### config.mk
export PLATFORM = sky130hd
export DESIGN_NAME = rv_decode
export DESIGN_NICKNAME = d
export VERILOG_FILES = /design/src/hw/rv_decode_pkg.sv /design/src/hw/rv_instr_hold.sv /design/src/hw/rv_instr_class.sv /design/src/hw/rv_imm_gen.sv /design/src/hw/rv_ctrl_gen.sv /design/src/hw/rv_decode.sv
export SDC_FILE = /design/constraint.sdc
export NUM_CORES = 1
export LEC_CHECK = 0
export ABC_CLOCK_PERIOD_IN_PS = 4250
export BUFFER_PORTS_ARGS = -buffer_cell sky130_fd_sc_hd__buf_4
export CORE_UTILIZATION = 49
export CTS_CLUSTER_SIZE = 40
export DETAILED_ROUTE_END_ITERATION = 10
export MAX_ROUTING_LAYER = met4
export PLACE_DENSITY = 0.8
export SLEW_MARGIN = 25
export SYNTH_ARGS = -nofsm -noshare
export SYNTH_HDL_FRONTEND = slang
export SYNTH_SLANG_ARGS = --single-unit
### constraint.sdc
create_clock -name i_clk -period 4.25 [get_ports i_clk]
set_input_delay 0.425 -clock i_clk [delete_from_list [all_inputs] [get_ports i_clk]]
set_output_delay 0.425 -clock i_clk [all_outputs]
set_load 0.1 [all_outputs]
### src/hw/rv_decode_pkg.sv
package rv_decode_pkg;

    typedef logic [31:0] instr_t;
    typedef logic [31:0] word_t;
    // word aligned, low two bits dropped
    typedef logic [31:2] pc_t;
    typedef logic [4:0]  reg_idx_t;
    typedef logic [2:0]  funct3_t;
    typedef logic [4:0]  opgrp_t;
    // bit 4 selects arithmetic right shift
    typedef logic [4:0]  alu_ctrl_t;
    typedef logic [1:0]  res_src_t;

    // opcode groups, instruction bits 6:2
    localparam opgrp_t OPG_LOAD     = 5'b00000;
    localparam opgrp_t OPG_MISC_MEM = 5'b00011;
    localparam opgrp_t OPG_OP_IMM   = 5'b00100;
    localparam opgrp_t OPG_AUIPC    = 5'b00101;
    localparam opgrp_t OPG_STORE    = 5'b01000;
    localparam opgrp_t OPG_OP       = 5'b01100;
    localparam opgrp_t OPG_LUI      = 5'b01101;
    localparam opgrp_t OPG_BRANCH   = 5'b11000;
    localparam opgrp_t OPG_JALR     = 5'b11001;
    localparam opgrp_t OPG_JAL      = 5'b11011;
    localparam opgrp_t OPG_SYSTEM   = 5'b11100;

    // alu operation codes, low four bits of alu_ctrl_t
    localparam logic [3:0] ALU_ADD      = 4'b0000;
    localparam logic [3:0] ALU_SUB      = 4'b0001;
    localparam logic [3:0] ALU_XOR      = 4'b0010;
    localparam logic [3:0] ALU_OR       = 4'b0011;
    localparam logic [3:0] ALU_AND      = 4'b0100;
    localparam logic [3:0] ALU_SHL      = 4'b0101;
    localparam logic [3:0] ALU_SHR      = 4'b0110;
    localparam logic [3:0] ALU_CMP_EQ   = 4'b1000;
    localparam logic [3:0] ALU_CMP_NEQ  = 4'b1001;
    localparam logic [3:0] ALU_CMP_LTS  = 4'b1010;
    localparam logic [3:0] ALU_CMP_LTU  = 4'b1011;
    localparam logic [3:0] ALU_CMP_NLTS = 4'b1100;
    localparam logic [3:0] ALU_CMP_NLTU = 4'b1101;

    // writeback source
    localparam res_src_t RES_SRC_ALU   = 2'b00;
    localparam res_src_t RES_SRC_MEM   = 2'b01;
    localparam res_src_t RES_SRC_PC_P4 = 2'b10;

    // alu operand selects
    localparam logic OP1_SEL_REG = 1'b0;
    localparam logic OP1_SEL_PC  = 1'b1;
    localparam logic OP2_SEL_REG = 1'b0;
    localparam logic OP2_SEL_IMM = 1'b1;

    // legal funct7 values
    localparam logic [6:0] FUNCT7_BASE = 7'b0000000;
    localparam logic [6:0] FUNCT7_ALT  = 7'b0100000;

endpackage

### src/hw/rv_instr_hold.sv
`timescale 1ns/1ps

module rv_instr_hold
(
    input  logic                  i_clk,
    input  logic                  i_reset,
    input  logic                  i_stall,
    input  logic                  i_flush,
    input  rv_decode_pkg::instr_t i_data,
    input  rv_decode_pkg::pc_t    i_pc,
    input  rv_decode_pkg::pc_t    i_pc_p4,
    output rv_decode_pkg::instr_t o_instr,
    output rv_decode_pkg::pc_t    o_pc,
    output rv_decode_pkg::pc_t    o_pc_p4
);

    import rv_decode_pkg::*;

    pc_t        r_pc;
    pc_t        r_pc_p4;
    instr_t     r_instr;
    instr_t     r_instr_buf;
    logic       r_flush;
    logic [1:0] r_stall;

    always_ff @(posedge i_clk)
    begin
        if (i_reset || i_flush)
        begin
            r_pc    <= '0;
            r_pc_p4 <= '0;
        end
        else if (!i_stall)
        begin
            r_pc    <= i_pc;
            r_pc_p4 <= i_pc_p4;
        end
    end

    // two-deep buffer, frozen once stall history is 11
    always_ff @(posedge i_clk)
    begin
        if (!(&r_stall))
        begin
            r_instr     <= i_data;
            r_instr_buf <= r_instr;
        end
    end

    always_ff @(posedge i_clk)
    begin
        if (i_reset)
        begin
            r_flush <= 1'b0;
            r_stall <= 2'b00;
        end
        else
        begin
            r_flush <= i_flush;
            r_stall <= {r_stall[0] & i_stall, i_stall};
        end
    end

    always_comb
    begin
        if (i_reset || r_flush)
            o_instr = '0;
        else if (!r_stall[0])
            o_instr = i_data;
        else if (!r_stall[1])
            o_instr = r_instr;
        else
            o_instr = r_instr_buf;
    end

    assign o_pc    = r_pc;
    assign o_pc_p4 = r_pc_p4;

endmodule

### src/hw/rv_instr_class.sv
`timescale 1ns/1ps

module rv_instr_class
(
    input  rv_decode_pkg::instr_t   i_instr,
    output rv_decode_pkg::reg_idx_t o_rs1,
    output rv_decode_pkg::reg_idx_t o_rs2,
    output rv_decode_pkg::reg_idx_t o_rd,
    output rv_decode_pkg::funct3_t  o_funct3,
    output logic                    o_is_load,
    output logic                    o_is_store,
    output logic                    o_is_op_imm,
    output logic                    o_is_op_reg,
    output logic                    o_is_branch,
    output logic                    o_is_jal,
    output logic                    o_is_jalr,
    output logic                    o_is_lui,
    output logic                    o_is_auipc,
    output logic                    o_inv_instr
);

    import rv_decode_pkg::*;

    opgrp_t     opgrp;
    funct3_t    funct3;
    logic [6:0] funct7;
    logic       is_full;
    logic       is_none;
    logic       f7_base;
    logic       f7_alt;
    logic       grp_load;
    logic       grp_misc_mem;
    logic       grp_op_imm;
    logic       grp_auipc;
    logic       grp_store;
    logic       grp_op;
    logic       grp_lui;
    logic       grp_branch;
    logic       grp_jalr;
    logic       grp_jal;
    logic       imm_f7_ok;
    logic       reg_f7_ok;
    logic       is_fence;
    logic       supported;

    assign opgrp   = i_instr[6:2];
    assign funct3  = i_instr[14:12];
    assign funct7  = i_instr[31:25];
    // 16-bit compressed words have low bits other than 11
    assign is_full = (i_instr[1:0] == 2'b11);
    assign is_none = (i_instr == '0);
    assign f7_base = (funct7 == FUNCT7_BASE);
    assign f7_alt  = (funct7 == FUNCT7_ALT);

    assign grp_load     = is_full && (opgrp == OPG_LOAD);
    assign grp_misc_mem = is_full && (opgrp == OPG_MISC_MEM);
    assign grp_op_imm   = is_full && (opgrp == OPG_OP_IMM);
    assign grp_auipc    = is_full && (opgrp == OPG_AUIPC);
    assign grp_store    = is_full && (opgrp == OPG_STORE);
    assign grp_op       = is_full && (opgrp == OPG_OP);
    assign grp_lui      = is_full && (opgrp == OPG_LUI);
    assign grp_branch   = is_full && (opgrp == OPG_BRANCH);
    assign grp_jalr     = is_full && (opgrp == OPG_JALR);
    assign grp_jal      = is_full && (opgrp == OPG_JAL);

    // slli needs base funct7, srli/srai base or alt
    assign imm_f7_ok = (funct3 == 3'b001) ? f7_base :
                       (funct3 == 3'b101) ? (f7_base || f7_alt) : 1'b1;
    // alt only for sub and sra
    assign reg_f7_ok = f7_base || (f7_alt && ((funct3 == 3'b000) || (funct3 == 3'b101)));

    // lb lh lw lbu lhu
    assign o_is_load   = grp_load && (funct3 inside {3'b000, 3'b001, 3'b010, 3'b100, 3'b101});
    // sb sh sw
    assign o_is_store  = grp_store && (funct3 inside {3'b000, 3'b001, 3'b010});
    assign o_is_op_imm = grp_op_imm && imm_f7_ok;
    assign o_is_op_reg = grp_op && reg_f7_ok;
    // funct3 010 and 011 unused for branches
    assign o_is_branch = grp_branch && (funct3 != 3'b010) && (funct3 != 3'b011);
    assign o_is_jalr   = grp_jalr && (funct3 == 3'b000);
    assign o_is_jal    = grp_jal;
    assign o_is_lui    = grp_lui;
    assign o_is_auipc  = grp_auipc;
    // fence and fence.i
    assign is_fence    = grp_misc_mem && ((funct3 == 3'b000) || (funct3 == 3'b001));

    // all-zero word is a bubble, not an error
    assign supported = is_none || o_is_load || o_is_store || o_is_op_imm || o_is_op_reg ||
                       o_is_lui || o_is_auipc || o_is_branch || o_is_jal || o_is_jalr ||
                       is_fence;

    // ecall, ebreak and csr ops are not handled here
    assign o_inv_instr = !supported;

    assign o_rs1    = o_is_lui ? '0 : i_instr[19:15];
    assign o_rs2    = i_instr[24:20];
    assign o_rd     = i_instr[11:7];
    assign o_funct3 = funct3;

endmodule

### src/hw/rv_imm_gen.sv
`timescale 1ns/1ps

module rv_imm_gen
(
    input  rv_decode_pkg::instr_t i_instr,
    input  logic                  i_is_load,
    input  logic                  i_is_store,
    input  logic                  i_is_op_imm,
    input  logic                  i_is_branch,
    input  logic                  i_is_jal,
    input  logic                  i_is_jalr,
    input  logic                  i_is_lui,
    input  logic                  i_is_auipc,
    output rv_decode_pkg::word_t  o_imm
);

    import rv_decode_pkg::*;

    word_t imm;

    always_comb
    begin
        if (i_is_jal)
            imm = {{12{i_instr[31]}}, i_instr[19:12], i_instr[20], i_instr[30:21], 1'b0};
        else if (i_is_lui || i_is_auipc)
            imm = {i_instr[31:12], 12'h000};
        else if (i_is_jalr || i_is_load || i_is_op_imm)
            imm = {{21{i_instr[31]}}, i_instr[30:20]};
        else if (i_is_branch)
            imm = {{20{i_instr[31]}}, i_instr[7], i_instr[30:25], i_instr[11:8], 1'b0};
        else if (i_is_store)
            imm = {{21{i_instr[31]}}, i_instr[30:25], i_instr[11:7]};
        else
            imm = '0;
    end

    assign o_imm = imm;

endmodule

### src/hw/rv_ctrl_gen.sv
`timescale 1ns/1ps

module rv_ctrl_gen
(
    input  rv_decode_pkg::instr_t    i_instr,
    input  logic                     i_is_load,
    input  logic                     i_is_store,
    input  logic                     i_is_op_imm,
    input  logic                     i_is_op_reg,
    input  logic                     i_is_branch,
    input  logic                     i_is_jal,
    input  logic                     i_is_jalr,
    input  logic                     i_is_lui,
    input  logic                     i_is_auipc,
    output rv_decode_pkg::alu_ctrl_t o_alu_ctrl,
    output rv_decode_pkg::res_src_t  o_res_src,
    output logic                     o_reg_write,
    output logic                     o_mem_read,
    output logic                     o_mem_write,
    output logic                     o_jump,
    output logic                     o_branch,
    output logic                     o_pc_sel,
    output logic                     o_alu_op1_sel,
    output logic                     o_alu_op2_sel
);

    import rv_decode_pkg::*;

    funct3_t    funct3;
    logic       alt;
    logic       is_arith;
    logic       arith_shift;
    logic [3:0] alu_op;

    assign funct3   = i_instr[14:12];
    assign alt      = i_instr[30];
    assign is_arith = i_is_op_imm || i_is_op_reg;
    // sra and srai
    assign arith_shift = is_arith && (funct3 == 3'b101) && alt;

    always_comb
    begin
        alu_op = ALU_ADD;
        if (i_is_branch)
        begin
            case (funct3)
                3'b000:  alu_op = ALU_CMP_EQ;
                3'b001:  alu_op = ALU_CMP_NEQ;
                3'b100:  alu_op = ALU_CMP_LTS;
                3'b101:  alu_op = ALU_CMP_NLTS;
                3'b110:  alu_op = ALU_CMP_LTU;
                3'b111:  alu_op = ALU_CMP_NLTU;
                default: alu_op = ALU_ADD;
            endcase
        end
        else if (is_arith)
        begin
            case (funct3)
                // bit 30 on addi is immediate data, so sub is register only
                3'b000:  alu_op = (i_is_op_reg && alt) ? ALU_SUB : ALU_ADD;
                3'b001:  alu_op = ALU_SHL;
                3'b010:  alu_op = ALU_CMP_LTS;
                3'b011:  alu_op = ALU_CMP_LTU;
                3'b100:  alu_op = ALU_XOR;
                3'b101:  alu_op = ALU_SHR;
                3'b110:  alu_op = ALU_OR;
                default: alu_op = ALU_AND;
            endcase
        end
    end

    assign o_alu_ctrl = {arith_shift, alu_op};

    assign o_res_src = i_is_load ? RES_SRC_MEM :
                       (i_is_jal || i_is_jalr) ? RES_SRC_PC_P4 : RES_SRC_ALU;

    assign o_alu_op1_sel = (i_is_auipc || i_is_jal) ? OP1_SEL_PC : OP1_SEL_REG;
    assign o_alu_op2_sel = (i_is_auipc || i_is_jal || i_is_jalr || i_is_lui || i_is_op_imm ||
                            i_is_load || i_is_store) ? OP2_SEL_IMM : OP2_SEL_REG;

    assign o_reg_write = i_is_load || is_arith || i_is_auipc || i_is_lui || i_is_jal || i_is_jalr;
    assign o_mem_read  = i_is_load;
    assign o_mem_write = i_is_store;
    assign o_jump      = i_is_jal || i_is_jalr;
    assign o_branch    = i_is_branch;
    // jalr target comes from a register
    assign o_pc_sel    = i_is_jalr;

endmodule

### src/hw/rv_decode.sv
`timescale 1ns/1ps

module rv_decode
(
    input  logic                      i_clk,
    input  logic                      i_reset,
    input  logic                      i_stall,
    input  logic                      i_flush,
    input  rv_decode_pkg::instr_t     i_data,
    input  rv_decode_pkg::pc_t        i_pc,
    input  rv_decode_pkg::pc_t        i_pc_p4,
    output rv_decode_pkg::reg_idx_t   o_rs1,
    output rv_decode_pkg::reg_idx_t   o_rs2,
    output rv_decode_pkg::reg_idx_t   o_rd,
    output rv_decode_pkg::pc_t        o_pc,
    output rv_decode_pkg::pc_t        o_pc_p4,
    output rv_decode_pkg::word_t      o_imm,
    output logic                      o_reg_write,
    output logic                      o_mem_read,
    output logic                      o_mem_write,
    output rv_decode_pkg::res_src_t   o_res_src,
    output logic                      o_pc_sel,
    output logic                      o_jump,
    output logic                      o_branch,
    output logic                      o_alu_op1_sel,
    output logic                      o_alu_op2_sel,
    output rv_decode_pkg::funct3_t    o_funct3,
    output rv_decode_pkg::alu_ctrl_t  o_alu_ctrl,
    output logic                      o_inv_instr
);

    import rv_decode_pkg::*;

    instr_t sel_instr;
    logic   is_load;
    logic   is_store;
    logic   is_op_imm;
    logic   is_op_reg;
    logic   is_branch;
    logic   is_jal;
    logic   is_jalr;
    logic   is_lui;
    logic   is_auipc;

    rv_instr_hold u_hold
    (
        .i_clk   (i_clk),
        .i_reset (i_reset),
        .i_stall (i_stall),
        .i_flush (i_flush),
        .i_data  (i_data),
        .i_pc    (i_pc),
        .i_pc_p4 (i_pc_p4),
        .o_instr (sel_instr),
        .o_pc    (o_pc),
        .o_pc_p4 (o_pc_p4)
    );

    rv_instr_class u_class
    (
        .i_instr     (sel_instr),
        .o_rs1       (o_rs1),
        .o_rs2       (o_rs2),
        .o_rd        (o_rd),
        .o_funct3    (o_funct3),
        .o_is_load   (is_load),
        .o_is_store  (is_store),
        .o_is_op_imm (is_op_imm),
        .o_is_op_reg (is_op_reg),
        .o_is_branch (is_branch),
        .o_is_jal    (is_jal),
        .o_is_jalr   (is_jalr),
        .o_is_lui    (is_lui),
        .o_is_auipc  (is_auipc),
        .o_inv_instr (o_inv_instr)
    );

    rv_imm_gen u_imm
    (
        .i_instr     (sel_instr),
        .i_is_load   (is_load),
        .i_is_store  (is_store),
        .i_is_op_imm (is_op_imm),
        .i_is_branch (is_branch),
        .i_is_jal    (is_jal),
        .i_is_jalr   (is_jalr),
        .i_is_lui    (is_lui),
        .i_is_auipc  (is_auipc),
        .o_imm       (o_imm)
    );

    rv_ctrl_gen u_ctrl
    (
        .i_instr       (sel_instr),
        .i_is_load     (is_load),
        .i_is_store    (is_store),
        .i_is_op_imm   (is_op_imm),
        .i_is_op_reg   (is_op_reg),
        .i_is_branch   (is_branch),
        .i_is_jal      (is_jal),
        .i_is_jalr     (is_jalr),
        .i_is_lui      (is_lui),
        .i_is_auipc    (is_auipc),
        .o_alu_ctrl    (o_alu_ctrl),
        .o_res_src     (o_res_src),
        .o_reg_write   (o_reg_write),
        .o_mem_read    (o_mem_read),
        .o_mem_write   (o_mem_write),
        .o_jump        (o_jump),
        .o_branch      (o_branch),
        .o_pc_sel      (o_pc_sel),
        .o_alu_op1_sel (o_alu_op1_sel),
        .o_alu_op2_sel (o_alu_op2_sel)
    );

endmodule

After elaboration in Yosys (flattened, before gate mapping)
Index checks and enable logic that the tools add are counted.
- equal/unequal tests: 20
- mux-type cells: 20
- bitwise operators: 1
- reductions and logical operators: 62
- operator list (cell ; number):
    32-bit 2-to-1 mux ; 8
    32-bit logical NOT ; 1
    1-bit logical OR ; 32
    4-bit case mux with 7 select lines ; 1
    4-bit case mux with 6 select lines ; 1
    1-bit logical AND ; 22
    5-bit by 4-bit == test with 1-bit output (second input constant) ; 3
    5-bit == test (second input constant) ; 3
    3-bit == test (second input constant) ; 4
    5-bit by 3-bit == test with 1-bit output (second input constant) ; 2
    4-bit 2-to-1 mux ; 2
    7-bit by 6-bit == test with 1-bit output (second input constant) ; 1
    7-bit logical NOT ; 1
    3-bit by 2-bit == test with 1-bit output (second input constant) ; 2
    3-bit by 2-bit != test with 1-bit output (second input constant) ; 2
    5-bit by 2-bit == test with 1-bit output (second input constant) ; 1
    5-bit logical NOT ; 1
    1-bit 2-to-1 mux ; 5
    5-bit 2-to-1 mux ; 1
    5-bit nonzero test ; 1
    2-bit 2-to-1 mux ; 2
    3-bit by 1-bit == test with 1-bit output (second input constant) ; 1
    3-bit logical NOT ; 1
    3-bit nonzero test ; 1
    other kinds (4) ; 4
- bits in registers: 127
- input bits: 96
- output and inout bits: 126
- word-level logic and storage cells: 109

Depth between registers and ports, before layout
Gate-level depths: netlist of the first run.
- depth after elaboration: 17
- mapped depth: 12
- mapped depth without buffers: 7

Hierarchy
A second synthesis of the first run with hierarchy kept.
- cell total of the unflattened synthesis: 550
- area total of the unflattened synthesis: 6094.6 µm²
- modules (own cells, without submodules) (module ; times used ; cells an instance ; area each (µm²) ; seq. area each (µm²)):
    rv_instr_hold ; 1 ; 378 ; 4972.3 ; 3183.1
    rv_instr_class ; 1 ; 72 ; 470.5 ; 0.0
    rv_imm_gen ; 1 ; 68 ; 449.2 ; 0.0
    rv_ctrl_gen ; 1 ; 32 ; 202.7 ; 0.0

Worst setup path after synthesis of the first run
Ideal clock, no wire load.
- path kind: register -> output
- from: register u_hold.r_stall[0]
- to: output o_inv_instr
- arrival: 7187 ps
- required time: 3825 ps
- slack: -3362 ps
- cell stages (with the launch flop): 11
- buffers on the path: 3
- path through: dfxtp_1 -> buf_2 -> buf_2 -> buf_4 -> nor2_1 -> a21o_1 -> nor2_1 -> o311ai_0 -> a22oi_1 -> nand3b_1 -> nor4_1
- longest elaborated chain between the ends: 16
- elaborated cells between the ends (all ways): 61
- classes of those cells: eq/ne: 17; mux: 4; reduce/logical: 40
- ends and longest elaborated chain (item ; RTL line ; source):
    start, declared ; rv_instr_hold.sv:24 ; logic [1:0] r_stall;
    start signal, assigned ; rv_instr_hold.sv:60 ; r_stall <= {r_stall[0] & i_stall, i_stall};
    32-bit 2-to-1 mux (*) ; rv_instr_hold.sv:68 ; else if (!r_stall[0])
    32-bit 2-to-1 mux (*) ; rv_instr_hold.sv:66 ; if (i_reset || r_flush)
    net o_funct3[0] ; rv_decode.sv:27 ; output rv_decode_pkg::funct3_t o_funct3,
    3-bit by 1-bit == test with 1-bit output (tied with other cells) ; -- ;
    5-bit nonzero test ; rv_instr_class.sv:73 ; assign o_is_load = grp_load && (funct3 inside {3'b000, 3'b001, 3'b010, 3'b100, 3'b101});
    1-bit logical AND ; rv_instr_class.sv:73 ;
    1-bit logical OR (5 in series) ; rv_instr_class.sv:88 ; assign supported = is_none || o_is_load || o_is_store || o_is_op_imm || o_is_op_reg ||
    1-bit logical OR (4 in series) ; rv_instr_class.sv:89 ; o_is_lui || o_is_auipc || o_is_branch || o_is_jal || o_is_jalr ||
    1-bit logical OR (*) ; rv_instr_class.sv:89 ;
    1-bit logical NOT (*) ; rv_instr_class.sv:93 ; assign o_inv_instr = !supported;
    end, declared ; rv_decode.sv:29 ; output logic o_inv_instr
The timed path passes the listed nets; every way through them passes the cells marked *.

Worst setup path in the final report of the first run
- from: register u_hold.r_stall[1]
- to: output o_imm[16]
- longest elaborated chain between the ends: 12
- elaborated cells between the ends (all ways): 48
- classes of those cells: eq/ne: 15; mux: 10; reduce/logical: 23
- ends and longest elaborated chain (item ; RTL line ; source):
    32-bit 2-to-1 mux (*) ; rv_instr_hold.sv:70 ; else if (!r_stall[1])
    32-bit 2-to-1 mux (*) ; rv_instr_hold.sv:68 ;
    32-bit 2-to-1 mux (*) ; rv_instr_hold.sv:66 ;
    7-bit by 6-bit == test with 1-bit output / 7-bit logical NOT (equally long branches) ; rv_instr_class.sv:53, rv_instr_class.sv:52 ;
    1-bit logical OR ; rv_instr_class.sv:68 ; (funct3 == 3'b101) ? (f7_base || f7_alt) : 1'b1;
    1-bit 2-to-1 mux ; rv_instr_class.sv:68 ;
    1-bit 2-to-1 mux ; rv_instr_class.sv:67 ; assign imm_f7_ok = (funct3 == 3'b001) ? f7_base :
    1-bit logical AND ; rv_instr_class.sv:76 ; assign o_is_op_imm = grp_op_imm && imm_f7_ok;
    1-bit logical OR ; rv_imm_gen.sv:27 ; else if (i_is_jalr || i_is_load || i_is_op_imm)
    32-bit 2-to-1 mux ; rv_imm_gen.sv:27 ;
    32-bit 2-to-1 mux ; rv_imm_gen.sv:25 ; else if (i_is_lui || i_is_auipc)
    32-bit 2-to-1 mux (*) ; rv_imm_gen.sv:23 ; if (i_is_jal)
    end, declared ; rv_decode.sv:17 ; output rv_decode_pkg::word_t o_imm,
Every way passes the cells marked *; elsewhere a longest branch is shown, timed or not.

==> results of run 1 <==
[synth_stat cells (all sizes together)]
cell / n
nor2b: 6
nor3: 13
nand2: 20
clkbuf: 16
o21ai: 13
inv: 3
a22oi: 1
a21o: 4
nor4bb: 1
a311o: 1
a31o: 1
o311ai: 2
a211oi: 15
mux2: 8
or3: 3
edfxtp: 64
a21oi: 21
a211o: 6
and2: 3
o31ai: 3
o32ai: 1
nor4b: 3
buf: 20
a22o: 4
nand3b: 1
o22ai: 2
or4: 3
nor4: 9
nand4: 3
nor2: 106
and4: 1
dfxtp: 63
mux2i: 93
o211ai: 1
nand3: 5
or2: 4
[per-layer routing]
layer	global-route usage, %	up-vias	routed length (um)
met5	-	-	0
met4	9.42	0	262
met3	8.45	21	1140
met2	44.2	219	7900
met1	33.4	2350	6840
li1	-	2356	-
[worst register-to-register path, cell delays in order (launching register included)]
cell                      delay, ns
sky130_fd_sc_hd__dfxtp_2       0.53
sky130_fd_sc_hd__buf_4         0.43
sky130_fd_sc_hd__nand2_2       0.48
sky130_fd_sc_hd__buf_4         0.45
[cell type report]
| type | count | area share, % |
|---|---|---|
| sequential | 127 | 38.6 |
| multi-input combinational | 357 | 31.1 |
| timing repair buffer | 235 | 21.4 |
| clock buffer | 22 | 5.88 |
| tap | 143 | 2.17 |
| clock inverter | 9 | 0.682 |
| inverter | 3 | 0.136 |
[flip-flops by register name, summed over array words and instances (netlist names)]
signal              count
u_hold.o_pc_p4         30
u_hold.r_flush          1
u_hold.r_stall          2
u_hold.o_pc            30
u_hold.r_instr_buf     32
u_hold.r_instr         32
[through the flow]
step / instance area (sq um) / setup TNS (ns)
2_1_floorplan: 5900 / -1.23
3_3_place_gp: 7660 / 0
3_5_place_dp: 7660 / 0
4_1_cts: 8220 / 0
5_1_grt: 8250 / 0
6_report: 8250 / 0
[final timing paths]
kind / endpoint / start / slack (ns)
setup / recovery: o_imm[16] / u_hold.r_stall[1] / 0.20
hold / removal: u_hold.r_instr[16] / i_data[16] / 0.20
setup reg to reg: u_hold.r_instr[14] / u_hold.r_stall[0] / 2.04
hold reg to reg: u_hold.r_instr_buf[31] / u_hold.r_instr[31] / 0.44
[where the power goes]
| part | internal [W] | switching [W] | total [W] |
|---|---|---|---|
| Sequential | 0.00134 | 0.0000296 | 0.00137 |
| Clock | 0.000806 | 0.000516 | 0.00132 |
| Combinational | 0.000180 | 0.000430 | 0.000610 |
| Total | 0.00233 | 0.000975 | 0.00331 |
[cell families after synthesis]
logic type,Yosys count
buffers and inverters,39
multiplexers,101
flip-flops,127
AND/OR/NAND/NOR,181
AO/OA/AOI/OAI,75
[what timing repair did]
action                                 in CTS  in global routing
resized for setup                           1                  7
setup endpoints to repair                   2                 37
setup buffers                               2                  0
pin swaps                                   1                  0
hold buffers                                0                  0
endpoints found under the hold margin       0                  0
==> impl_metrics.xml, run 1 <==
<?xml version="1.0" encoding="UTF-8"?>
<metrics>
  <group name="critical_path">
    <metric name="path_buf_inv" unit="">2</metric>
    <metric name="cp_launch_type" unit="">register</metric>
    <metric name="critical_path_peak_fanout" unit="">19</metric>
    <metric name="path_cells" unit="">mux2i_1, a211o_1, or4_1, or4_4, nand2_4, nor4_4, buf_4, nor3_2, buf_4</metric>
    <metric name="critical-path-top-delay-family" unit="">simple AND/OR/NAND/NOR gates</metric>
    <metric name="worst-r2r-cell-count" unit="">3</metric>
    <metric name="critPathArrivalTime" unit="ns">3.63</metric>
    <metric name="crit_path_frequent_cell" unit="">sky130_fd_sc_hd__buf_4</metric>
    <metric name="setup.worst_path.end_class" unit="">primary output</metric>
    <metric name="worst_ep_required_time" unit="ns">3.83</metric>
    <metric name="path_depth" unit="">9</metric>
    <metric name="critical_path_class" unit="">register to primary output</metric>
    <metric name="max_stage_delay" unit="ns">0.68</metric>
    <metric name="critical-path-slowest-cell" unit="">sky130_fd_sc_hd__or4_1</metric>
  </group>
  <group name="clock_network">
    <metric name="tritoncts" unit="">built</metric>
    <metric name="ctsRootBufferMaster" unit="">sky130_fd_sc_hd__clkbuf_16</metric>
    <metric name="cts_max_level" unit="">4</metric>
    <metric name="numClockSinks" unit="">127</metric>
    <metric name="cts_made_buffers" unit="">17</metric>
    <metric name="worst_setup_hold_path_clk_slew" unit="ns">0.05</metric>
    <metric name="cts_max_path_buffers" unit="">2</metric>
    <metric name="worst_skew_pair.late_latency" unit="ns">0.41</metric>
  </group>
  <group name="synthesis">
    <metric name="synth_compound_gate_area_share" unit="%">9.09</metric>
    <metric name="synth_mux_area_share" unit="%">17.7</metric>
    <metric name="synthSimpleGateAreaFrac" unit="%">14.9</metric>
    <metric name="dominant_combinational_cell_family_by_area_after_synthesis" unit="">multiplexers</metric>
    <metric name="synth.distinct_cells" unit="">46</metric>
    <metric name="synth_area_leader_cell" unit="">sky130_fd_sc_hd__edfxtp_1</metric>
    <metric name="post_synth_inst_count" unit="">523</metric>
    <metric name="seq_cells_post_synth" unit="">127</metric>
    <metric name="post_synthesis_adder_cell_area_fraction" unit="%">0</metric>
    <metric name="netlist_top_cells_area" unit="">sky130_fd_sc_hd__edfxtp_1 (33%), sky130_fd_sc_hd__dfxtp_1 (22%), sky130_fd_sc_hd__mux2i_1 (16%)</metric>
    <metric name="synth-seq-area-share" unit="%">55.1</metric>
    <metric name="post_synth_instance_area" unit="sq um">5780</metric>
    <metric name="synth_area_per_cell" unit="sq um">11.0</metric>
    <metric name="synth-xor-area-share" unit="%">0</metric>
    <metric name="syn-num-nets" unit="">619</metric>
    <metric name="synth.top_cell.area_share" unit="%">33.3</metric>
    <metric name="ys_warn_count" unit="">0</metric>
  </group>
  <group name="place">
    <metric name="place.detailed.hpwl" unit="um">11900</metric>
    <metric name="numPortBuffers" unit="">221</metric>
    <metric name="dp_worst_setup_slack" unit="ns">0.435</metric>
    <metric name="post-place-cells" unit="">863</metric>
    <metric name="place_congestion" unit="">0.925</metric>
  </group>
  <group name="route">
    <metric name="wire_per_inst" unit="um">18.0</metric>
    <metric name="routed-via-count" unit="">4946</metric>
    <metric name="wirelength" unit="um">16100</metric>
    <metric name="drt_iter0_drc" unit="">341</metric>
    <metric name="detail-route-antenna-nets" unit="">0</metric>
    <metric name="drc_errors" unit="">0</metric>
    <metric name="drt-pass1-iter-count" unit="">6</metric>
    <metric name="route.detailed.vias_per_inst" unit="">5.52</metric>
  </group>
  <group name="die">
    <metric name="die_h" unit="um">111</metric>
    <metric name="die_area" unit="sq um">12200</metric>
    <metric name="core_area" unit="sq um">11500</metric>
    <metric name="die_x" unit="um">111</metric>
    <metric name="num_rows" unit="">39</metric>
    <metric name="io_pins" unit="">222</metric>
    <metric name="start_util" unit="%">50.4</metric>
  </group>
  <group name="cells_and_area">
    <metric name="mostFrequentLayoutCell" unit="">sky130_fd_sc_hd__buf_4</metric>
    <metric name="multiInputGateArea" unit="sq um">2570</metric>
    <metric name="post_route_cells_drive_above_1_share" unit="%">42.6</metric>
    <metric name="finalCoreUtilization" unit="%">72.0</metric>
    <metric name="nets_finish" unit="">837</metric>
    <metric name="seq_area" unit="sq um">3190</metric>
    <metric name="area_delta_synth_final" unit="%">42.9</metric>
    <metric name="antenna_cells" unit="">0</metric>
    <metric name="final_cell_count_no_fill" unit="">896</metric>
    <metric name="filler_cell_count" unit="">818</metric>
    <metric name="mostFrequentLayoutCells" unit="">sky130_fd_sc_hd__buf_4 (235), sky130_fd_sc_hd__nor2_1 (103), sky130_fd_sc_hd__mux2i_1 (93), sky130_fd_sc_hd__edfxtp_1 (64), sky130_fd_sc_hd__dfxtp_1 (61)</metric>
  </group>
  <group name="global_route">
    <metric name="pin_count_of_the_biggest_net_entering_global_routing" unit="">62</metric>
    <metric name="antenna_found_initial" unit="">0</metric>
    <metric name="global_route_wire_length_before_repair" unit="um">25700</metric>
    <metric name="globalRouteOverflowTotal" unit="">0</metric>
    <metric name="first_global_vias" unit="">4973</metric>
    <metric name="grt_use_total" unit="%">27.7</metric>
  </group>
  <group name="sta">
    <metric name="rsz0062_at_grt" unit="">no</metric>
    <metric name="worst_slew_pin_slew" unit="ns">0.982</metric>
    <metric name="hold_viol_final" unit="">0</metric>
    <metric name="fmax" unit="GHz">0.247</metric>
    <metric name="finalCritPeriodShare" unit="%">95.3</metric>
    <metric name="slew_headroom" unit="%">34.5</metric>
    <metric name="min_period" unit="ns">4.05</metric>
    <metric name="slew_viol_final" unit="">0</metric>
    <metric name="hold_ws" unit="ns">0.202</metric>
    <metric name="finalSetupViolations" unit="">0</metric>
    <metric name="worst_slack" unit="ns">0.198</metric>
    <metric name="clock_skew" unit="ns">0.00664</metric>
  </group>
  <group name="hold_path">
    <metric name="min_path_cells" unit="">1</metric>
    <metric name="worst_hold_path_type" unit="">input pin to register</metric>
  </group>
  <group name="power">
    <metric name="fin_total_pwr" unit="W">0.00331</metric>
    <metric name="p_leak" unit="nW">3.70</metric>
    <metric name="max-vdd-ir-drop" unit="mV">0.332</metric>
    <metric name="power.density_cell_area" unit="nW/um^2">400</metric>
  </group>
  <group name="job">
    <metric name="cap_violations" unit="">0</metric>
  </group>
  <group name="run_status">
    <metric name="outcome" unit="">finished clean</metric>
  </group>
</metrics>
Power figures use the tool's default switching activity.
==> run 2: changes to the inputs <==
Settings changed: CORE_MARGIN from default to 2, CORE_UTILIZATION 49 to 50, PLACE_DENSITY 0.8 to 0.81, SYNTH_HIERARCHICAL from default to 1.
==> impl_metrics.xml, run 2 <==
<?xml version="1.0" encoding="UTF-8"?>
<metrics>
  <group name="clock_network">
    <metric name="cts_made_buffers" unit="">17</metric>
    <metric name="worst_setup_hold_path_clk_slew" unit="ns">0.06</metric>
    <metric name="cts_max_path_buffers" unit="">2</metric>
    <metric name="numClockSinks" unit="">127</metric>
    <metric name="ctsRootBufferMaster" unit="">sky130_fd_sc_hd__clkbuf_16</metric>
    <metric name="worst_skew_pair.late_latency" unit="ns">0.40</metric>
    <metric name="post_cts_hold_buffer_count" unit="">0</metric>
    <metric name="cts_max_level" unit="">4</metric>
    <metric name="tritoncts" unit="">built</metric>
  </group>
  <group name="route">
    <metric name="drc_errors" unit="">0</metric>
    <metric name="drt-pass1-iter-count" unit="">7</metric>
    <metric name="detail-route-antenna-nets" unit="">0</metric>
    <metric name="route.detailed.vias_per_inst" unit="">5.47</metric>
    <metric name="wirelength" unit="um">16900</metric>
    <metric name="drt_iter0_drc" unit="">330</metric>
    <metric name="wire_per_inst" unit="um">18.2</metric>
    <metric name="routed-via-count" unit="">5077</metric>
  </group>
  <group name="global_route">
    <metric name="grt_use_total" unit="%">26.3</metric>
    <metric name="antenna_found_initial" unit="">0</metric>
    <metric name="pin_count_of_the_biggest_net_entering_global_routing" unit="">62</metric>
    <metric name="first_global_vias" unit="">5180</metric>
    <metric name="globalRouteOverflowTotal" unit="">0</metric>
    <metric name="global_route_wire_length_before_repair" unit="um">26000</metric>
  </group>
  <group name="synthesis">
    <metric name="post_synth_instance_area" unit="sq um">6090</metric>
    <metric name="synth_area_per_cell" unit="sq um">11.1</metric>
    <metric name="seq_cells_post_synth" unit="">127</metric>
    <metric name="synth.top_cell.area_share" unit="%">31.5</metric>
    <metric name="post-synth-top-count-cell" unit="">sky130_fd_sc_hd__nor2_1</metric>
    <metric name="count_of_flip_flops_with_a_built_in_enable_after_synthesis" unit="">64</metric>
    <metric name="synth_area_leader_cell" unit="">sky130_fd_sc_hd__edfxtp_1</metric>
    <metric name="synth.cells.most_frequent" unit="">sky130_fd_sc_hd__nor2_1 (105), sky130_fd_sc_hd__mux2i_1 (93), sky130_fd_sc_hd__edfxtp_1 (64), sky130_fd_sc_hd__dfxtp_1 (63), sky130_fd_sc_hd__a211oi_1 (27)</metric>
    <metric name="post_synth_inst_count" unit="">550</metric>
    <metric name="netlist_top_cells_area" unit="">sky130_fd_sc_hd__edfxtp_1 (32%), sky130_fd_sc_hd__dfxtp_1 (21%), sky130_fd_sc_hd__mux2i_1 (15%)</metric>
    <metric name="dominantRegCellSynth" unit="">sky130_fd_sc_hd__edfxtp_1</metric>
    <metric name="syn-num-nets" unit="">646</metric>
    <metric name="synth.distinct_cells" unit="">52</metric>
    <metric name="synth-seq-area-share" unit="%">52.2</metric>
    <metric name="async_s_r_ff_share_synth" unit="%">0</metric>
    <metric name="ys_warn_count" unit="">6</metric>
  </group>
  <group name="cells_and_area">
    <metric name="reg.largest.list" unit="">u_hold/r_instr: 32 flops, u_hold/r_instr_buf: 32 flops</metric>
    <metric name="final_cell_count_no_fill" unit="">929</metric>
    <metric name="mostFrequentLayoutCell" unit="">sky130_fd_sc_hd__buf_4</metric>
    <metric name="area_delta_synth_final" unit="%">40.0</metric>
    <metric name="mostFrequentLayoutCells" unit="">sky130_fd_sc_hd__buf_4 (253), sky130_fd_sc_hd__nor2_1 (105), sky130_fd_sc_hd__mux2i_1 (93), sky130_fd_sc_hd__edfxtp_1 (64), sky130_fd_sc_hd__dfxtp_1 (61)</metric>
    <metric name="filler_cell_count" unit="">814</metric>
    <metric name="finalCoreUtilization" unit="%">71.3</metric>
    <metric name="nets_finish" unit="">865</metric>
    <metric name="final_design_area_no_fill" unit="sq um">8530</metric>
    <metric name="antenna_cells" unit="">0</metric>
    <metric name="post_route_cells_drive_above_1_share" unit="%">41.3</metric>
  </group>
  <group name="critical_path">
    <metric name="critical_path_peak_fanout" unit="">33</metric>
    <metric name="worst-r2r-cell-count" unit="">3</metric>
    <metric name="endpoint_of_the_most_critical_register_to_register_path" unit="">u_hold/r_instr_buf[2]</metric>
    <metric name="setup.worst_path.end_class" unit="">primary output</metric>
    <metric name="critical_path.reg2reg.startpoint" unit="">u_hold/r_stall[0]</metric>
    <metric name="worst_ep_required_time" unit="ns">3.83</metric>
    <metric name="critical_path_class" unit="">register to primary output</metric>
    <metric name="critPathArrivalTime" unit="ns">3.73</metric>
    <metric name="crit_path_end" unit="">o_imm[2]</metric>
    <metric name="cp_launch_type" unit="">register</metric>
    <metric name="crit_start" unit="">u_hold/r_stall[1]</metric>
    <metric name="reg2reg_slack" unit="ns">2.40</metric>
  </group>
  <group name="sta">
    <metric name="slew_viol_final" unit="">0</metric>
    <metric name="tns" unit="ns">0</metric>
    <metric name="hold_ws" unit="ns">0.207</metric>
    <metric name="finalCritPeriodShare" unit="%">97.8</metric>
    <metric name="fmax" unit="GHz">0.241</metric>
    <metric name="hold_viol_final" unit="">0</metric>
    <metric name="clock_skew" unit="ns">0.00718</metric>
    <metric name="slew_headroom" unit="%">35.1</metric>
    <metric name="finalSetupViolations" unit="">0</metric>
    <metric name="worst_slew_pin_slew" unit="ns">0.973</metric>
    <metric name="min_period" unit="ns">4.16</metric>
  </group>
  <group name="place">
    <metric name="placedInstanceArea" unit="sq um">7880</metric>
    <metric name="post-place-cells" unit="">897</metric>
    <metric name="numPortBuffers" unit="">221</metric>
    <metric name="place.detailed.hpwl" unit="um">12400</metric>
    <metric name="place_congestion" unit="">0.910</metric>
  </group>
  <group name="job">
    <metric name="cap_violations" unit="">0</metric>
  </group>
  <group name="die">
    <metric name="start_util" unit="%">51.0</metric>
    <metric name="die_h" unit="um">114</metric>
    <metric name="core_area" unit="sq um">12000</metric>
    <metric name="die_area" unit="sq um">13100</metric>
    <metric name="io_pins" unit="">222</metric>
    <metric name="die_x" unit="um">114</metric>
    <metric name="num_rows" unit="">40</metric>
  </group>
  <group name="hold_path">
    <metric name="worst_hold_path_type" unit="">input pin to register</metric>
  </group>
  <group name="power">
    <metric name="power.density_cell_area" unit="nW/um^2">409</metric>
    <metric name="p_leak" unit="nW">3.92</metric>
    <metric name="max-vdd-ir-drop" unit="mV">0.284</metric>
  </group>
  <group name="run_status">
    <metric name="outcome" unit="">finished clean</metric>
  </group>
</metrics>
## run 2: stage by stage
stage          setup slack, ns  total power [W]
3_3_place_gp             0.461          0.00197
3_5_place_dp             0.336          0.00199
6_report                0.0942          0.00349
4_1_cts                 0.0224          0.00351
5_1_grt              -0.000751          0.00360
2_1_floorplan           -0.559          0.00182
## run 2: how the worst min path moves through the flow
| stage | endpoint | start | depth (start not counted) | slack [ns] |
|---|---|---|---|---|
| finish | u_hold/r_instr[15] | i_data[15] | 1 | 0.21 |
| floorplan | u_hold/r_instr_buf[0] | u_hold/r_instr[0] | 0 | 0.43 |
| detailed placement | u_hold/r_instr_buf[16] | u_hold/r_instr[16] | 0 | 0.43 |
| global placement | u_hold/r_instr_buf[16] | u_hold/r_instr[16] | 0 | 0.43 |
| CTS | u_hold/r_instr[15] | i_data[15] | 1 | 0.19 |
| global route | u_hold/r_instr[18] | i_data[18] | 1 | 0.19 |
## run 2: power by group
part / total (W) / internal (W) / switching [W]
Clock: 0.00152 / 0.000962 / 0.000559
Sequential: 0.00137 / 0.00134 / 0.0000294
Combinational: 0.000593 / 0.000188 / 0.000405
## run 2: cell families (layout without fill, tap and decap cells)
kind of cell,count (synthesis),in the layout,synth area share (%)
AOI/OAI and AO/OA,84,84,11.0
buffers and inverters,60,292,7.06
muxes,94,94,15.5
DFF,127,127,52.2
and+or+nand+nor,184,184,14.1
xor gates and xnor gates,1,1,0.144
## run 2: timing repair
item                       CTS  global route
resized for setup            0             3
setup buffers                0             0
setup endpoints to repair    0            32
hold endpoints to repair     0             0
## run 2: worst max-delay path: stages (launching register included)
cell and delay, ns:
sky130_fd_sc_hd__dfxtp_2 0.34, sky130_fd_sc_hd__buf_12 0.25, sky130_fd_sc_hd__mux2i_1 0.12, sky130_fd_sc_hd__a211oi_1 0.44, sky130_fd_sc_hd__nor4_1 0.16, sky130_fd_sc_hd__a311oi_1 0.40
sky130_fd_sc_hd__nor2_1 0.11, sky130_fd_sc_hd__or3_1 0.37, sky130_fd_sc_hd__buf_4 0.19, sky130_fd_sc_hd__nor3_2 0.35, sky130_fd_sc_hd__a22o_1 0.26, sky130_fd_sc_hd__buf_4 0.31
## run 2: metal layers
metal / track usage (%) / share of wire, % / up-vias
met5: - / 0 / -
met4: 9.27 / 2.1 / 0
met3: 6.72 / 7.2 / 34
met2: 42.2 / 49 / 258
met1: 32.3 / 41 / 2381
li1: - / - / 2404
## run 2: final cells by class
type,count,area [sq um],share of cell area [%]
clock buffers,20,489,5.73
multi-input cells,363,2570,30.1
well taps,147,184,2.16
inverters,5,18.8,0.220
clock inverters,12,141,1.66
flip-flops and latches,127,3190,37.4
repair buffers,255,1940,22.7
==> run 3: changes to the inputs <==
Settings changed: BUFFER_PORTS_ARGS -buffer_cell sky130_fd_sc_hd__buf_4 to -buffer_cell sky130_fd_sc_hd__buf_2.
==> impl_metrics.xml, run 3 (synthesized netlist as in run 2, its figures left out) <==
<?xml version="1.0" encoding="UTF-8"?>
<metrics>
  <group name="critical_path">
    <metric name="endpoint_of_the_most_critical_register_to_register_path" unit="">u_hold/r_instr_buf[17]</metric>
    <metric name="cp_launch_type" unit="">register</metric>
    <metric name="setup.worst_path.end_class" unit="">primary output</metric>
    <metric name="critical_path_class" unit="">register to primary output</metric>
    <metric name="reg2reg_slack" unit="ns">2.27</metric>
    <metric name="critPathArrivalTime" unit="ns">3.74</metric>
    <metric name="worst-r2r-cell-count" unit="">3</metric>
    <metric name="critical_path.reg2reg.startpoint" unit="">u_hold/r_stall[0]</metric>
    <metric name="critical_path_peak_fanout" unit="">33</metric>
    <metric name="worst_ep_required_time" unit="ns">3.83</metric>
  </group>
  <group name="route">
    <metric name="wire_per_inst" unit="um">17.4</metric>
    <metric name="drc_errors" unit="">0</metric>
    <metric name="route.detailed.vias_per_inst" unit="">5.44</metric>
    <metric name="detail-route-antenna-nets" unit="">0</metric>
    <metric name="routed-via-count" unit="">5049</metric>
    <metric name="drt-pass1-iter-count" unit="">5</metric>
    <metric name="drt_iter0_drc" unit="">424</metric>
    <metric name="wirelength" unit="um">16200</metric>
  </group>
  <group name="sta">
    <metric name="min_period" unit="ns">4.16</metric>
    <metric name="fmax" unit="GHz">0.240</metric>
    <metric name="rsz0062_at_grt" unit="">no</metric>
    <metric name="slew_viol_final" unit="">0</metric>
    <metric name="finalSetupViolations" unit="">0</metric>
    <metric name="hold_viol_final" unit="">0</metric>
    <metric name="clock_skew" unit="ns">0.00748</metric>
    <metric name="tns" unit="ns">0</metric>
    <metric name="slew_headroom" unit="%">36.4</metric>
    <metric name="finalCritPeriodShare" unit="%">97.9</metric>
    <metric name="worst_slew_pin_slew" unit="ns">0.953</metric>
    <metric name="worst_slack" unit="ns">0.0874</metric>
  </group>
  <group name="power">
    <metric name="seq_power_share" unit="%">41.3</metric>
    <metric name="power.density_cell_area" unit="nW/um^2">405</metric>
    <metric name="power.combinational.fraction" unit="%">16.8</metric>
    <metric name="p_leak" unit="nW">3.83</metric>
    <metric name="power.clock.fraction" unit="%">41.9</metric>
    <metric name="max-vdd-ir-drop" unit="mV">0.360</metric>
    <metric name="total_switching_power" unit="W">0.00104</metric>
    <metric name="power.share.switching" unit="%">31.5</metric>
    <metric name="fin_total_pwr" unit="W">0.00331</metric>
    <metric name="internal_power" unit="W">0.00227</metric>
  </group>
  <group name="cells_and_area">
    <metric name="post_route_cells_drive_above_1_share" unit="%">41.7</metric>
    <metric name="mostFrequentLayoutCell" unit="">sky130_fd_sc_hd__buf_2</metric>
    <metric name="reg.largest.list" unit="">u_hold/r_instr: 32 flops, u_hold/r_instr_buf: 32 flops</metric>
    <metric name="mostFrequentLayoutCells" unit="">sky130_fd_sc_hd__buf_2 (201), sky130_fd_sc_hd__nor2_1 (103), sky130_fd_sc_hd__mux2i_1 (93), sky130_fd_sc_hd__edfxtp_1 (64), sky130_fd_sc_hd__dfxtp_1 (61)</metric>
    <metric name="area_delta_synth_final" unit="%">34.3</metric>
    <metric name="nets_finish" unit="">863</metric>
  </group>
  <group name="global_route">
    <metric name="grt_use_total" unit="%">25.1</metric>
    <metric name="gr-usage-met2" unit="%">41.5</metric>
    <metric name="pin_count_of_the_biggest_net_entering_global_routing" unit="">62</metric>
    <metric name="first_global_vias" unit="">5022</metric>
    <metric name="antenna_found_initial" unit="">1</metric>
    <metric name="globalRouteOverflowTotal" unit="">0</metric>
    <metric name="global_route_wire_length_before_repair" unit="um">25000</metric>
    <metric name="globalRoute.busiestLayer" unit="">met2</metric>
    <metric name="grtUsageMet1" unit="%">30.3</metric>
    <metric name="met3_usage" unit="%">5.29</metric>
  </group>
  <group name="hold_path">
    <metric name="worst_hold_path_type" unit="">input pin to register</metric>
    <metric name="min_delay_worst_endpoint" unit="">u_hold/r_instr[16]</metric>
    <metric name="holdCritStartpoint" unit="">i_data[16]</metric>
    <metric name="min_path_cells" unit="">1</metric>
  </group>
  <group name="clock_network">
    <metric name="numClockSinks" unit="">127</metric>
    <metric name="worst_skew_pair.late_latency" unit="ns">0.40</metric>
    <metric name="post_cts_hold_buffer_count" unit="">0</metric>
    <metric name="tritoncts" unit="">built</metric>
    <metric name="worst_setup_hold_path_clk_slew" unit="ns">0.06</metric>
    <metric name="cts_max_level" unit="">4</metric>
    <metric name="cts_max_path_buffers" unit="">2</metric>
    <metric name="cts_made_buffers" unit="">17</metric>
    <metric name="ctsRootBufferMaster" unit="">sky130_fd_sc_hd__clkbuf_16</metric>
  </group>
  <group name="place">
    <metric name="numPortBuffers" unit="">221</metric>
    <metric name="dp_worst_setup_slack" unit="ns">0.375</metric>
    <metric name="place.detailed.hpwl" unit="um">12100</metric>
    <metric name="place_congestion" unit="">0.883</metric>
  </group>
  <group name="die">
    <metric name="die_x" unit="um">114</metric>
    <metric name="core_area" unit="sq um">12000</metric>
    <metric name="die_h" unit="um">114</metric>
    <metric name="io_pins" unit="">222</metric>
    <metric name="die_area" unit="sq um">13100</metric>
    <metric name="start_util" unit="%">51.0</metric>
    <metric name="num_rows" unit="">40</metric>
  </group>
  <group name="job">
    <metric name="cap_violations" unit="">0</metric>
  </group>
  <group name="run_status">
    <metric name="outcome" unit="">finished clean</metric>
  </group>
</metrics>
-- run 3: cell type report --
type / instances / area [sq um]
Inverter: 5 / 18.8
Fill cell: 875 / 3780
Sequential cell: 127 / 3190
Tap cell: 147 / 184
Clock buffer: 17 / 425
Multi-Input combinational cell: 363 / 2570
Antenna cell: 1 / 2.50
Clock inverter: 15 / 143
Timing Repair Buffer: 253 / 1650
-- run 3: power by group through the flow --
stage / registers (W) / logic, W / clock network [W]
4_1_cts: 0.00137 / 0.000548 / 0.00141
5_1_grt: 0.00138 / 0.000580 / 0.00146
3_3_place_gp: 0.00139 / 0.000537 / 0
6_report: 0.00137 / 0.000555 / 0.00139
2_1_floorplan: 0.00152 / 0.000295 / 0
3_5_place_dp: 0.00140 / 0.000546 / 0
-- run 3: timing repair --
action | 4_1_cts | 5_1_grt
pin swaps | 0 | 1
resized for setup | 1 | 7
endpoints found under the setup margin | 5 | 32
buffers inserted | 0 | 2
-- run 3: worst max-delay path by stage --
| stage | cells past startpoint | to | start | slack [ns] |
|---|---|---|---|---|
| 2_1_floorplan | 10 | o_imm[11] | i_reset | -0.56 |
| 3_3_place_gp | 11 | o_imm[8] | i_reset | 0.44 |
| 3_5_place_dp | 11 | o_imm[10] | i_reset | 0.37 |
| 4_1_cts | 11 | o_imm[20] | u_hold/r_stall[1] | 0.11 |
| 5_1_grt | 11 | o_imm[5] | u_hold/r_stall[1] | 0.002 |
| 6_report | 11 | o_imm[20] | u_hold/r_stall[1] | 0.09 |
-- run 3: per-layer routing --
metal  share of wire (%)  vias up
met5                   0        -
met4                 2.0        0
met1                  41     2384
met2                  50      236
met3                 6.9       22
li1                    -     2407
-- run 3: worst max-delay path: stages, from the launching register on --
cell                       delay [ns]
sky130_fd_sc_hd__dfxtp_2         0.34
sky130_fd_sc_hd__buf_12          0.25
sky130_fd_sc_hd__mux2i_1         0.22
sky130_fd_sc_hd__a211oi_1        0.12
sky130_fd_sc_hd__nor4_1          0.64
sky130_fd_sc_hd__a311oi_2        0.22
sky130_fd_sc_hd__nor2_2          0.29
sky130_fd_sc_hd__or3_1           0.39
sky130_fd_sc_hd__o311ai_2        0.12
sky130_fd_sc_hd__buf_4           0.20
sky130_fd_sc_hd__nand2_1         0.10
sky130_fd_sc_hd__buf_2           0.44
-- run 3: per-stage QoR --
step | hold slack [ns] | area (sq um) | instances | util (%)
final | 0.215 | 8180 | 928 | 68.4
after detailed placement | 0.437 | 7550 | 893 | 63.1
after global placement | 0.433 | 7550 | 893 | 63.1
after global routing | 0.200 | 8180 | 928 | 68.4
after floorplan | 0.426 | 6150 | 550 | -
after CTS | 0.199 | 8120 | 925 | 67.9
